## config.mk

```make
export PLATFORM = sky130hd
export DESIGN_NAME = tetris_top
export DESIGN_NICKNAME = d
export VERILOG_FILES = /design/src/verilog/tetris_pkg.sv /design/src/verilog/shape_rom.sv /design/src/verilog/cell_probe.sv /design/src/verilog/field_store.sv /design/src/verilog/piece_controller.sv /design/src/verilog/pixel_renderer.sv /design/src/verilog/tetris_top.sv
export VERILOG_INCLUDE_DIRS = /design/src /design/src/verilog
export SDC_FILE = /design/constraint.sdc
export NUM_CORES = 2
export LEC_CHECK = 0
export BUFFER_PORTS_ARGS = -buffer_cell sky130_fd_sc_hd__buf_2
export CORE_MARGIN = 2
export CORE_UTILIZATION = 45
export CTS_CLUSTER_DIAMETER = 30
export DETAILED_ROUTE_END_ITERATION = 10
export SLEW_MARGIN = 20
export SYNTH_ARGS = -nofsm -noshare
export SYNTH_HDL_FRONTEND = slang
export SYNTH_HIERARCHICAL = 1
export SYNTH_SLANG_ARGS = --single-unit
```

## constraint.sdc

```tcl
create_clock -name VGA_CTRL_CLK -period 15.57 [get_ports VGA_CTRL_CLK]
set_input_delay 0.7785 -clock VGA_CTRL_CLK [delete_from_list [all_inputs] [get_ports VGA_CTRL_CLK]]
set_output_delay 0.7785 -clock VGA_CTRL_CLK [all_outputs]
set_load 0.03 [all_outputs]
```

## src/verilog/tetris_macros.svh

```systemverilog
`ifndef TETRIS_MACROS_SVH
`define TETRIS_MACROS_SVH

// Playfield size in cells
`define FIELD_COLS 10
`define FIELD_ROWS 22

// Top rows that never reach the screen
`define HIDDEN_ROWS 2

// Square cell edge in pixels
`define CELL_PX 20

// Pixel origin of column 0, row 0
`define FIELD_X0 220
`define FIELD_Y0 20

// Pivot of a freshly spawned piece
`define SPAWN_X 3
`define SPAWN_Y 2

`define FIELD_CELLS 220

`endif

```

## src/verilog/tetris_pkg.sv

```systemverilog
`default_nettype none

package tetris_pkg;

  typedef logic [4:0] cell_x_t;
  typedef logic [4:0] cell_y_t;
  typedef logic [9:0] pixel_coord_t;

  // Red in the top nibble, blue in the bottom one
  typedef logic [11:0] rgb_t;

  // Zero is an empty cell, anything else is piece kind plus one
  typedef logic [2:0] cell_code_t;

  // Offset of a piece cell from its pivot
  typedef logic [1:0] offset_t;

  typedef enum logic [2:0] {
    KIND_I, KIND_O, KIND_L, KIND_J, KIND_S, KIND_Z, KIND_T
  } piece_kind_t;

  typedef enum logic [1:0] {
    MOVE_STAY, MOVE_LEFT, MOVE_RIGHT, MOVE_DOWN
  } move_t;

  typedef enum logic [2:0] {
    ST_CLEAR, ST_WAIT_START, ST_SPAWN, ST_PLAY, ST_LOCK
  } game_state_t;

endpackage

`default_nettype wire

```

## src/verilog/shape_rom.sv

```systemverilog
`timescale 1ns/100ps
`default_nettype none

module shape_rom import tetris_pkg::*; (
  input  piece_kind_t   kind,
  output offset_t [3:0] dx,
  output offset_t [3:0] dy
);

  // Entries listed cell 3 down to cell 0
  always_comb begin
    case (kind)
      KIND_O: begin
        dx = {2'd2, 2'd2, 2'd1, 2'd1};
        dy = {2'd1, 2'd0, 2'd1, 2'd0};
      end
      KIND_L: begin
        dx = {2'd2, 2'd1, 2'd1, 2'd1};
        dy = {2'd2, 2'd2, 2'd1, 2'd0};
      end
      KIND_J: begin
        dx = {2'd2, 2'd1, 2'd2, 2'd2};
        dy = {2'd2, 2'd2, 2'd1, 2'd0};
      end
      KIND_S: begin
        dx = {2'd2, 2'd1, 2'd1, 2'd0};
        dy = {2'd0, 2'd0, 2'd1, 2'd1};
      end
      KIND_Z: begin
        dx = {2'd2, 2'd1, 2'd1, 2'd0};
        dy = {2'd1, 2'd1, 2'd0, 2'd0};
      end
      KIND_T: begin
        dx = {2'd2, 2'd1, 2'd1, 2'd0};
        dy = {2'd1, 2'd1, 2'd0, 2'd1};
      end
      // Horizontal bar
      default: begin
        dx = {2'd3, 2'd2, 2'd1, 2'd0};
        dy = {2'd0, 2'd0, 2'd0, 2'd0};
      end
    endcase
  end

endmodule

`default_nettype wire

```

## src/verilog/cell_probe.sv

```systemverilog
`timescale 1ns/100ps
`default_nettype none
`include "tetris_macros.svh"

module cell_probe import tetris_pkg::*; (
  input  cell_x_t    pivot_x,
  input  cell_y_t    pivot_y,
  input  offset_t    dx,
  input  offset_t    dy,
  input  move_t      move,
  input  cell_code_t probe_code,
  output cell_x_t    cell_x,
  output cell_y_t    cell_y,
  output cell_x_t    probe_x,
  output cell_y_t    probe_y,
  output logic       blocked
);

  // One spare bit, so a step left of column 0 wraps to 63
  logic [5:0] cand_x;
  logic [5:0] cand_y;

  assign cell_x = pivot_x + cell_x_t'(dx);
  assign cell_y = pivot_y + cell_y_t'(dy);

  always_comb begin
    cand_x = {1'b0, cell_x};
    cand_y = {1'b0, cell_y};
    case (move)
      MOVE_LEFT:  cand_x = {1'b0, cell_x} - 6'd1;
      MOVE_RIGHT: cand_x = {1'b0, cell_x} + 6'd1;
      MOVE_DOWN:  cand_y = {1'b0, cell_y} + 6'd1;
      default: ;
    endcase
  end

  assign probe_x = cand_x[4:0];
  assign probe_y = cand_y[4:0];

  // Walls, floor, then a locked cell in the way
  assign blocked = (cand_x >= 6'(`FIELD_COLS)) ||
                   (cand_y >= 6'(`FIELD_ROWS)) ||
                   (probe_code != '0);

endmodule

`default_nettype wire

```

## src/verilog/field_store.sv

```systemverilog
`timescale 1ns/100ps
`default_nettype none
`include "tetris_macros.svh"

module field_store import tetris_pkg::*; (
  input  logic             VGA_CTRL_CLK,
  input  logic             RST,
  input  logic             wr_en,
  input  cell_x_t          wr_x,
  input  cell_y_t          wr_y,
  input  cell_code_t       wr_code,
  input  cell_x_t    [3:0] probe_x,
  input  cell_y_t    [3:0] probe_y,
  input  cell_x_t          render_x,
  input  cell_y_t          render_y,
  output cell_code_t [3:0] probe_code,
  output cell_code_t       render_code
);

  cell_code_t cells [`FIELD_CELLS];

  function automatic logic in_field(cell_x_t x, cell_y_t y);
    return (x < 5'(`FIELD_COLS)) && (y < 5'(`FIELD_ROWS));
  endfunction

  // Row major
  function automatic logic [7:0] cell_index(cell_x_t x, cell_y_t y);
    return 8'(y) * 8'(`FIELD_COLS) + 8'(x);
  endfunction

  // Anything off the grid reads as empty
  always_comb begin
    for (int i = 0; i < 4; i++) begin
      probe_code[i] = in_field(probe_x[i], probe_y[i]) ?
                      cells[cell_index(probe_x[i], probe_y[i])] : '0;
    end
    render_code = in_field(render_x, render_y) ?
                  cells[cell_index(render_x, render_y)] : '0;
  end

  always_ff @(posedge VGA_CTRL_CLK) begin
    if (wr_en) begin
      cells[cell_index(wr_x, wr_y)] <= wr_code;
    end
  end

  // Clear walk and lock writes both stay on the grid
  wr_in_field_a: assert property (@(posedge VGA_CTRL_CLK) disable iff (!RST)
    wr_en |-> in_field(wr_x, wr_y));

endmodule

`default_nettype wire

```

## src/verilog/piece_controller.sv

```systemverilog
`timescale 1ns/100ps
`default_nettype none
`include "tetris_macros.svh"

module piece_controller import tetris_pkg::*; (
  input  logic          VGA_CTRL_CLK,
  input  logic          RST,
  input  logic          game_start,
  input  logic    [2:0] piece_sel,
  input  logic          move_left,
  input  logic          move_right,
  input  logic          drop_tick,
  input  logic    [3:0] blocked,
  input  cell_x_t [3:0] cell_x,
  input  cell_y_t [3:0] cell_y,
  output piece_kind_t   kind,
  output cell_x_t       pivot_x,
  output cell_y_t       pivot_y,
  output move_t         move,
  output logic          wr_en,
  output cell_x_t       wr_x,
  output cell_y_t       wr_y,
  output cell_code_t    wr_code,
  output logic          ready
);

  game_state_t state;
  cell_x_t     clear_x;
  cell_y_t     clear_y;
  logic  [2:0] lock_cnt;
  logic        move_ok;

  // Left wins over right, right over gravity
  always_comb begin
    move = MOVE_STAY;
    if (state == ST_PLAY) begin
      if (move_left) begin
        move = MOVE_LEFT;
      end else if (move_right) begin
        move = MOVE_RIGHT;
      end else if (drop_tick) begin
        move = MOVE_DOWN;
      end
    end
  end

  assign move_ok = ~|blocked;

  always_ff @(posedge VGA_CTRL_CLK or negedge RST) begin
    if (!RST) begin
      state    <= ST_CLEAR;
      clear_x  <= '0;
      clear_y  <= '0;
      lock_cnt <= '0;
      kind     <= KIND_I;
      pivot_x  <= cell_x_t'(`SPAWN_X);
      pivot_y  <= cell_y_t'(`SPAWN_Y);
      ready    <= 1'b0;
      wr_en    <= 1'b0;
    end else begin
      wr_en <= 1'b0;
      case (state)
        // One cell per cycle, column first
        ST_CLEAR: begin
          wr_en <= 1'b1;
          if (clear_x == cell_x_t'(`FIELD_COLS - 1)) begin
            clear_x <= '0;
            if (clear_y == cell_y_t'(`FIELD_ROWS - 1)) begin
              state <= ST_WAIT_START;
            end else begin
              clear_y <= clear_y + 1'b1;
            end
          end else begin
            clear_x <= clear_x + 1'b1;
          end
        end
        ST_WAIT_START: begin
          if (game_start) begin
            state <= ST_SPAWN;
          end
        end
        ST_SPAWN: begin
          // Select value 7 has no shape of its own
          kind    <= (piece_sel == 3'd7) ? KIND_I : piece_kind_t'(piece_sel);
          pivot_x <= cell_x_t'(`SPAWN_X);
          pivot_y <= cell_y_t'(`SPAWN_Y);
          ready   <= 1'b1;
          state   <= ST_PLAY;
        end
        ST_PLAY: begin
          case (move)
            MOVE_LEFT: begin
              if (move_ok) begin
                pivot_x <= pivot_x - 1'b1;
              end
            end
            MOVE_RIGHT: begin
              if (move_ok) begin
                pivot_x <= pivot_x + 1'b1;
              end
            end
            MOVE_DOWN: begin
              if (move_ok) begin
                pivot_y <= pivot_y + 1'b1;
              end else begin
                lock_cnt <= '0;
                ready    <= 1'b0;
                state    <= ST_LOCK;
              end
            end
            default: ;
          endcase
        end
        ST_LOCK: begin
          wr_en <= 1'b1;
          if (lock_cnt == 3'd3) begin
            lock_cnt <= '0;
            state    <= ST_SPAWN;
          end else begin
            lock_cnt <= lock_cnt + 1'b1;
          end
        end
        default: state <= ST_CLEAR;
      endcase
    end
  end

  // Address and code land on the same edge as wr_en
  always_ff @(posedge VGA_CTRL_CLK) begin
    if (state == ST_LOCK) begin
      wr_x    <= cell_x[lock_cnt[1:0]];
      wr_y    <= cell_y[lock_cnt[1:0]];
      wr_code <= cell_code_t'(kind + 3'd1);
    end else begin
      wr_x    <= clear_x;
      wr_y    <= clear_y;
      wr_code <= '0;
    end
  end

  ready_in_play_a: assert property (@(posedge VGA_CTRL_CLK) disable iff (!RST)
    ready |-> (state == ST_PLAY));

  lock_cnt_range_a: assert property (@(posedge VGA_CTRL_CLK) disable iff (!RST)
    lock_cnt < 3'd4);

endmodule

`default_nettype wire

```

## src/verilog/pixel_renderer.sv

```systemverilog
`timescale 1ns/100ps
`default_nettype none
`include "tetris_macros.svh"

module pixel_renderer import tetris_pkg::*; (
  input  pixel_coord_t  px,
  input  pixel_coord_t  py,
  input  cell_x_t [3:0] cell_x,
  input  cell_y_t [3:0] cell_y,
  input  piece_kind_t   kind,
  input  cell_code_t    render_code,
  output cell_x_t       render_x,
  output cell_y_t       render_y,
  output rgb_t          pixel_rgb
);

  localparam pixel_coord_t X_LO = pixel_coord_t'(`FIELD_X0);
  localparam pixel_coord_t X_HI = pixel_coord_t'(`FIELD_X0 + `FIELD_COLS * `CELL_PX);
  // Window starts below the hidden rows
  localparam pixel_coord_t Y_LO = pixel_coord_t'(`FIELD_Y0 + `HIDDEN_ROWS * `CELL_PX);
  localparam pixel_coord_t Y_HI = pixel_coord_t'(`FIELD_Y0 + `FIELD_ROWS * `CELL_PX);

  logic       in_window;
  logic       piece_hit;
  cell_code_t shown_code;

  function automatic rgb_t code_to_rgb(cell_code_t code);
    case (code)
      3'd1:    return 12'h0FF;
      3'd2:    return 12'hFF0;
      3'd3:    return 12'hFA0;
      3'd4:    return 12'h00F;
      3'd5:    return 12'h0F0;
      3'd6:    return 12'hF00;
      3'd7:    return 12'hF0F;
      default: return 12'hFFF;
    endcase
  endfunction

  assign render_x = cell_x_t'((px - X_LO) / pixel_coord_t'(`CELL_PX));
  assign render_y = cell_y_t'((py - pixel_coord_t'(`FIELD_Y0)) / pixel_coord_t'(`CELL_PX));

  assign in_window = (px >= X_LO) && (px < X_HI) && (py >= Y_LO) && (py < Y_HI);

  // Active piece drawn over the locked cells
  always_comb begin
    piece_hit = 1'b0;
    for (int i = 0; i < 4; i++) begin
      if ((cell_x[i] == render_x) && (cell_y[i] == render_y)) begin
        piece_hit = 1'b1;
      end
    end
    shown_code = piece_hit ? cell_code_t'(kind + 3'd1) : render_code;
  end

  assign pixel_rgb = in_window ? code_to_rgb(shown_code) : 12'h000;

endmodule

`default_nettype wire

```

## src/verilog/tetris_top.sv

```systemverilog
`timescale 1ns/100ps
`default_nettype none

module tetris_top import tetris_pkg::*; (
  input  logic         VGA_CTRL_CLK,
  input  logic         RST,
  input  logic         game_start,
  input  logic [2:0]   piece_sel,
  input  logic         move_left,
  input  logic         move_right,
  input  logic         drop_tick,
  input  pixel_coord_t px,
  input  pixel_coord_t py,
  output rgb_t         pixel_rgb,
  output logic         ready
);

  piece_kind_t      kind;
  offset_t    [3:0] dx;
  offset_t    [3:0] dy;
  cell_x_t          pivot_x;
  cell_y_t          pivot_y;
  move_t            move;
  cell_x_t    [3:0] cell_x;
  cell_y_t    [3:0] cell_y;
  cell_x_t    [3:0] probe_x;
  cell_y_t    [3:0] probe_y;
  cell_code_t [3:0] probe_code;
  logic       [3:0] blocked;
  logic             wr_en;
  cell_x_t          wr_x;
  cell_y_t          wr_y;
  cell_code_t       wr_code;
  cell_x_t          render_x;
  cell_y_t          render_y;
  cell_code_t       render_code;

  shape_rom u_shape_rom (
    .kind (kind),
    .dx   (dx),
    .dy   (dy)
  );

  // One probe per piece cell, all checked in the same cycle
  for (genvar i = 0; i < 4; i++) begin : g_probe
    cell_probe u_probe (
      .pivot_x    (pivot_x),
      .pivot_y    (pivot_y),
      .dx         (dx[i]),
      .dy         (dy[i]),
      .move       (move),
      .probe_code (probe_code[i]),
      .cell_x     (cell_x[i]),
      .cell_y     (cell_y[i]),
      .probe_x    (probe_x[i]),
      .probe_y    (probe_y[i]),
      .blocked    (blocked[i])
    );
  end

  field_store u_field_store (
    .VGA_CTRL_CLK (VGA_CTRL_CLK),
    .RST          (RST),
    .wr_en        (wr_en),
    .wr_x         (wr_x),
    .wr_y         (wr_y),
    .wr_code      (wr_code),
    .probe_x      (probe_x),
    .probe_y      (probe_y),
    .render_x     (render_x),
    .render_y     (render_y),
    .probe_code   (probe_code),
    .render_code  (render_code)
  );

  piece_controller u_piece_controller (
    .VGA_CTRL_CLK (VGA_CTRL_CLK),
    .RST          (RST),
    .game_start   (game_start),
    .piece_sel    (piece_sel),
    .move_left    (move_left),
    .move_right   (move_right),
    .drop_tick    (drop_tick),
    .blocked      (blocked),
    .cell_x       (cell_x),
    .cell_y       (cell_y),
    .kind         (kind),
    .pivot_x      (pivot_x),
    .pivot_y      (pivot_y),
    .move         (move),
    .wr_en        (wr_en),
    .wr_x         (wr_x),
    .wr_y         (wr_y),
    .wr_code      (wr_code),
    .ready        (ready)
  );

  pixel_renderer u_pixel_renderer (
    .px          (px),
    .py          (py),
    .cell_x      (cell_x),
    .cell_y      (cell_y),
    .kind        (kind),
    .render_code (render_code),
    .render_x    (render_x),
    .render_y    (render_y),
    .pixel_rgb   (pixel_rgb)
  );

endmodule

`default_nettype wire

```

# Word level (Yosys, flattened, before mapping)
# Memories as Yosys holds them, arrays and structs flattened.
# Index checks and enable logic that the tools add are counted.
# word_totals
regBits	44
mem_bits_rw	660
input_bits	29
n_memories	1
# memory_table
memory	depth	width	rd	rd_clocked_by_memory_dff	write_ports	line_no	rtl
u_field_store.cells	220	3	5	0	1	field_store.sv:20	cell_code_t cells [`FIELD_CELLS];
# classes
add_sub_neg	35
n_mul	6
div_mod_pow	2
magnitude_cmp	23
eq_ne	42
muxes	58
n_bitwise	1
n_reduce_logical	37
# ops
cell	count
$pmux 12 s7	1
$add 5x1->6 const B	8
$add 8x5->8	6
$mux 3	16
$pmux 6 s2	4
$mux 5	9
$mul 5x3->7 const B	6
$add 5x2->5	8
$eq 5x5->1	8
$pmux 8 s5	1
$pmux 5 s2	3
$pmux 7 s4	1
$eq 3x3->1 const B	9
$lt 5x4->1 const B	5
$lt 5x5->1 const B	5
$ge 6x4->1 const B	4
$ge 6x5->1 const B	4
$mux 6	4
$sub 5x1->6 const B	4
$eq 3x2->1 const B	7
$add 5x1->5 const B	4
$bmux 5 s2	2
$div 10x5->10 const B	2
$lt 10x9->1 const B	2
other kinds (33)	81

# Logic depth before layout (Yosys ltp)
# An unclocked memory read counts as a cell.
# logic_depth
ltp_word	16
depth_mapped	34
ltp_nobuf	29

# By module
# The synthesis kept the hierarchy.
# modules_own_cells
module	instances	cells_per_inst	area_each_um2
field_store	1	3297	50832.5
pixel_renderer	1	429	3040.4
cell_probe	4	99	716.9
piece_controller	1	232	2287.2
shape_rom	1	26	177.7

# Worst setup path after synthesis
# Ideal clock, no wire load.
# synth_path
path_type	input to output
from	input px[2]
to	output pixel_rgb[6]
arrival_time_ps	7920
t_required_ps	14792
path_slack_ps	6872
cell_stages	25
path_buffers	5
cell_sequence	buf_4 -> inv_1 -> ha_1 -> or3_1 -> nor3_2 -> nor3_2 -> nor2_2 -> inv_2 -> a311o_1 -> nor3b_1 -> nor3b_1 -> a2111oi_4 -> inv_1 -> ha_1 -> fa_1 -> buf_1 -> clkbuf_1 -> clkbuf_1 -> mux4_2 -> nor2_1 -> o2111a_1 -> nor4_1 -> mux2_2 -> a211oi_1 -> buf_4
# synth_via
elab_cells_between_ends	34
cone_classes	2 x add/sub; 1 x div; 3 x order compare; 11 x eq/ne; 8 x mux; 8 x reduce/logical; 1 x memory
# synth_rtl
item	line_no	rtl
start, declared	tetris_top.sv:12	input pixel_coord_t px,
$sub 10x8->10 (*)	pixel_renderer.sv:40	assign render_x = cell_x_t'((px - X_LO) / pixel_coord_t'(`CELL_PX));
$div 10x5->10 (*)	pixel_renderer.sv:40	
net render_x[4]	tetris_top.sv:34	cell_x_t render_x;
$add 8x5->8 / $lt 5x4->1 (equally long branches)	field_store.sv:28, field_store.sv:23	
$mem_v2 220x3 / $logic_and 1x1->1 (equally long branches)	--	
$mux 3 (*)	field_store.sv:37	render_code = in_field(render_x, render_y) ?
net render_code[0]	tetris_top.sv:36	cell_code_t render_code;
$mux 3 (*)	pixel_renderer.sv:53	shown_code = piece_hit ? cell_code_t'(kind + 3'd1) : render_code;
$eq 3x3->1, or another cell as far along	pixel_renderer.sv:28	case (code)
$pmux 12 s7 (*)	pixel_renderer.sv:28	
$mux 12 (*)	pixel_renderer.sv:56	assign pixel_rgb = in_window ? code_to_rgb(shown_code) : 12'h000;
end, declared	tetris_top.sv:14	output rgb_t pixel_rgb,
# The timed path passes the listed nets; every way through them passes the cells marked *.

==> metrics.cfg <==
[status]
status=finished clean

[timing]
finalHoldViolations=0
setup_viol=0
worstMarginPinSlew_ns=1.32
finalCritPeriodShare=0.723
slew_headroom=0.111
rsz0062_at_grt=no
setup_tns_ns=0
clock.fmax_mhz=88.8
post-route-min-period_ns=11.26
drv_slew=0
skew_ns=0.0331

[job]
max-cap-violations=0

[grt]
grt_pass1_vias=43700
overflow=0
gr-usage-all-layers=0.333
grt_pass1_wl_mm=322
antenna_found_initial=12
grt_max_degree=107

[floorplan]
die-width_um=367
core_um2=131000
die_h_um=367
rows=133
start_util=0.452
die_area_um2=134000
io_pins=42

[cells_and_area]
nets=4474
syn_to_final_growth_pct=10.9
final_common_cell=mux4_2
final_util=0.502
drive_above_1_share=0.326
fin_cells=6177
layout_common_cells=881 x mux4_2, 660 x edfxtp_1, 371 x nand2_1
fill_cells=11100

[clocking]
ctsResizeCount=0
cts_made_buffers=144
clk_latency_ns=0.79
htreeDepth=4
root_buffer=clkbuf_16
max-clock-path-buffers=3
hold_buffers=0
clk_pin_slew_worst_paths_ns=0.05
post-cts-setup-buffers=0
clock_sinks=704
cts_tree=yes

[logic_synthesis]
yosys-top-cells-area=mux4_2 34%, edfxtp_1 33%, mux2i_1 2.6%
yosys_warnings=6
netlist_instances=4380
avgSynthCellArea_um2=13.5
synth-main-ff-cell=edfxtp_1
synth_area_um2=59200
ys_types=129
ys_seq_area_frac=0.352
synth_top_area_frac=0.335
synth-edff-count=660
postSynth.asyncResetShare=0.0440
synth_top_area_cell=mux4_2
ys_ff_latch=704

[pwr]
ir_worst_vdd_mv=0.256
p_leak_uw=0.0224
p_sw_frac=0.371
seq_power_share=0.269
combPwrFrac=0.311
switching_power_uw=2810
power.density_nw_per_um2=115
p_int_uw=4770
clockPowerShare=0.420

[routing]
vias=45800
drtIter0Drc=7806
wl_mm=225
ant_nets=0
avgRoutedWirePerCell_um=36.4
drc=0
first_pass_iters=8
vias_per_cell=7.42

[setup_path]
critical_path_required_ns=16.25
cp.arrival_ns=11.93
end_kind=flop
startpoint=u_piece_controller/state[1]$_DFFE_PN0P_
critPathLaunchType=flop
r2r-start=u_piece_controller/state[1]$_DFFE_PN0P_
cp_slowest_cell=a2111oi_0
critPathMaxFanout=15
worstSetupPathType=reg -> reg
max_stage_delay_ns=0.88

[place]
place_hpwl_mm=147
place_congestion=1.00
dp.cells=5907
io_buffer_count=39

[min_path]
hold_path.class=in -> async

## cells in the mapped netlist, drive strengths merged (99+ instances only)
master  count
a21oi     116
buf       246
clkbuf    127
edfxtp    660
ha        121
mux2i     153
mux4      888
nand2     383
nand3     113
nor2      362
o21ai     110
xnor2      99
## worst paths after layout
kind / to / slack [ns] / cells past startpoint
worst max-delay path: u_piece_controller/pivot_x[4]$_DFFE_PN0P_ / 4.31 / 30
worst min-delay path: u_piece_controller/clear_x[0]$_DFFE_PN0P_ / 0.08 / 1
worst max register to register: u_piece_controller/pivot_x[4]$_DFFE_PN0P_ / 4.31 / 30
worst min register to register: u_piece_controller/ready$_DFFE_PN0P_ / 0.47 / 1
max in group asynchronous: u_piece_controller/pivot_x[2]$_DFFE_PN0P_ / 15.02 / 1
min in group VGA_CTRL_CLK: u_piece_controller/kind[1]$_DFFE_PN0P_ / 0.28 / 3
## critical path, delay by kind of cell (launching register included)
kind	cells	cell delay, ns
flops	1	0.46
mux	1	0.41
simple gates	12	5.06
fa+ha+maj	3	1.21
xor+xnor	1	0.11
buf+inv	3	0.84
compound gates	10	3.02
## through the flow
step / total power, uW / hold WS, ns / setup slack [ns] / area (um^2)
6_report: 7580 / 0.0771 / 4.31 / 65700
5_1_grt: 7700 / 0.120 / 4.01 / 65700
4_1_cts: 7460 / 0.0562 / 4.50 / 65600
3_5_place_dp: 4280 / 0.461 / 4.53 / 60600
3_3_place_gp: 4270 / 0.467 / 4.53 / 60600
2_1_floorplan: 3370 / 0.459 / 6.87 / 59200
## power groups by stage
stage                     Combinational (uW)  Sequential, uW  Clock (uW)
final                                   2350            2040        3190
after global routing                    2360            2040        3300
after CTS                               2210            2040        3210
after detailed placement                2200            2080           0
after global placement                  2190            2080           0
after floorplan                         1290            2080           0
## layer usage
layer | GRT usage | vias to the layer above | routed length, um
met5 | 0.00249 | - | 98
met4 | 0.195 | 12 | 16000
met3 | 0.131 | 837 | 34500
met2 | 0.473 | 3901 | 95400
met1 | 0.433 | 23000 | 79100
li1 | - | 18100 | -
## layout make-up
type,instances,area [um^2],area share
clock inverter,109,1280,0.0195
sequential,704,20900,0.318
multi-input combinational,3214,36100,0.550
inverter,90,345,0.00526
antenna,4,10.0,0.000152
timing repair buffer,145,1130,0.0172
clock buffer,156,3740,0.0570
tap,1755,2200,0.0334
## flip-flops by register name, summed over array words and instances (netlist names)
register and count:
u_piece_controller/wr_x 5, u_piece_controller/wr_code 3, u_piece_controller/lock_cnt 3, u_piece_controller/clear_x 5, u_piece_controller/pivot_y 5, u_piece_controller/state 3
u_piece_controller/pivot_x 5, u_piece_controller/wr_y 5, u_piece_controller/clear_y 5, u_piece_controller/ready 1, u_piece_controller/wr_en 1, u_piece_controller/kind 3
u_field_store/cells 660
## cell families (layout without fill, tap and decap cells)
kind of cell               Yosys count  in the layout  share of synthesized area
adders and majority gates          147            147                     0.0342
xor gates and xnor gates           153            153                     0.0245
buffers and inverters              463            500                     0.0438
AOI/OAI and AO/OA                  662            662                     0.0821
DFF                                704            704                      0.352
and+or+nand+nor                   1170           1170                     0.0917
other                                2              7                   0.000127
muxes                             1079           1079                      0.371
(Power assumes the default switching activity.)
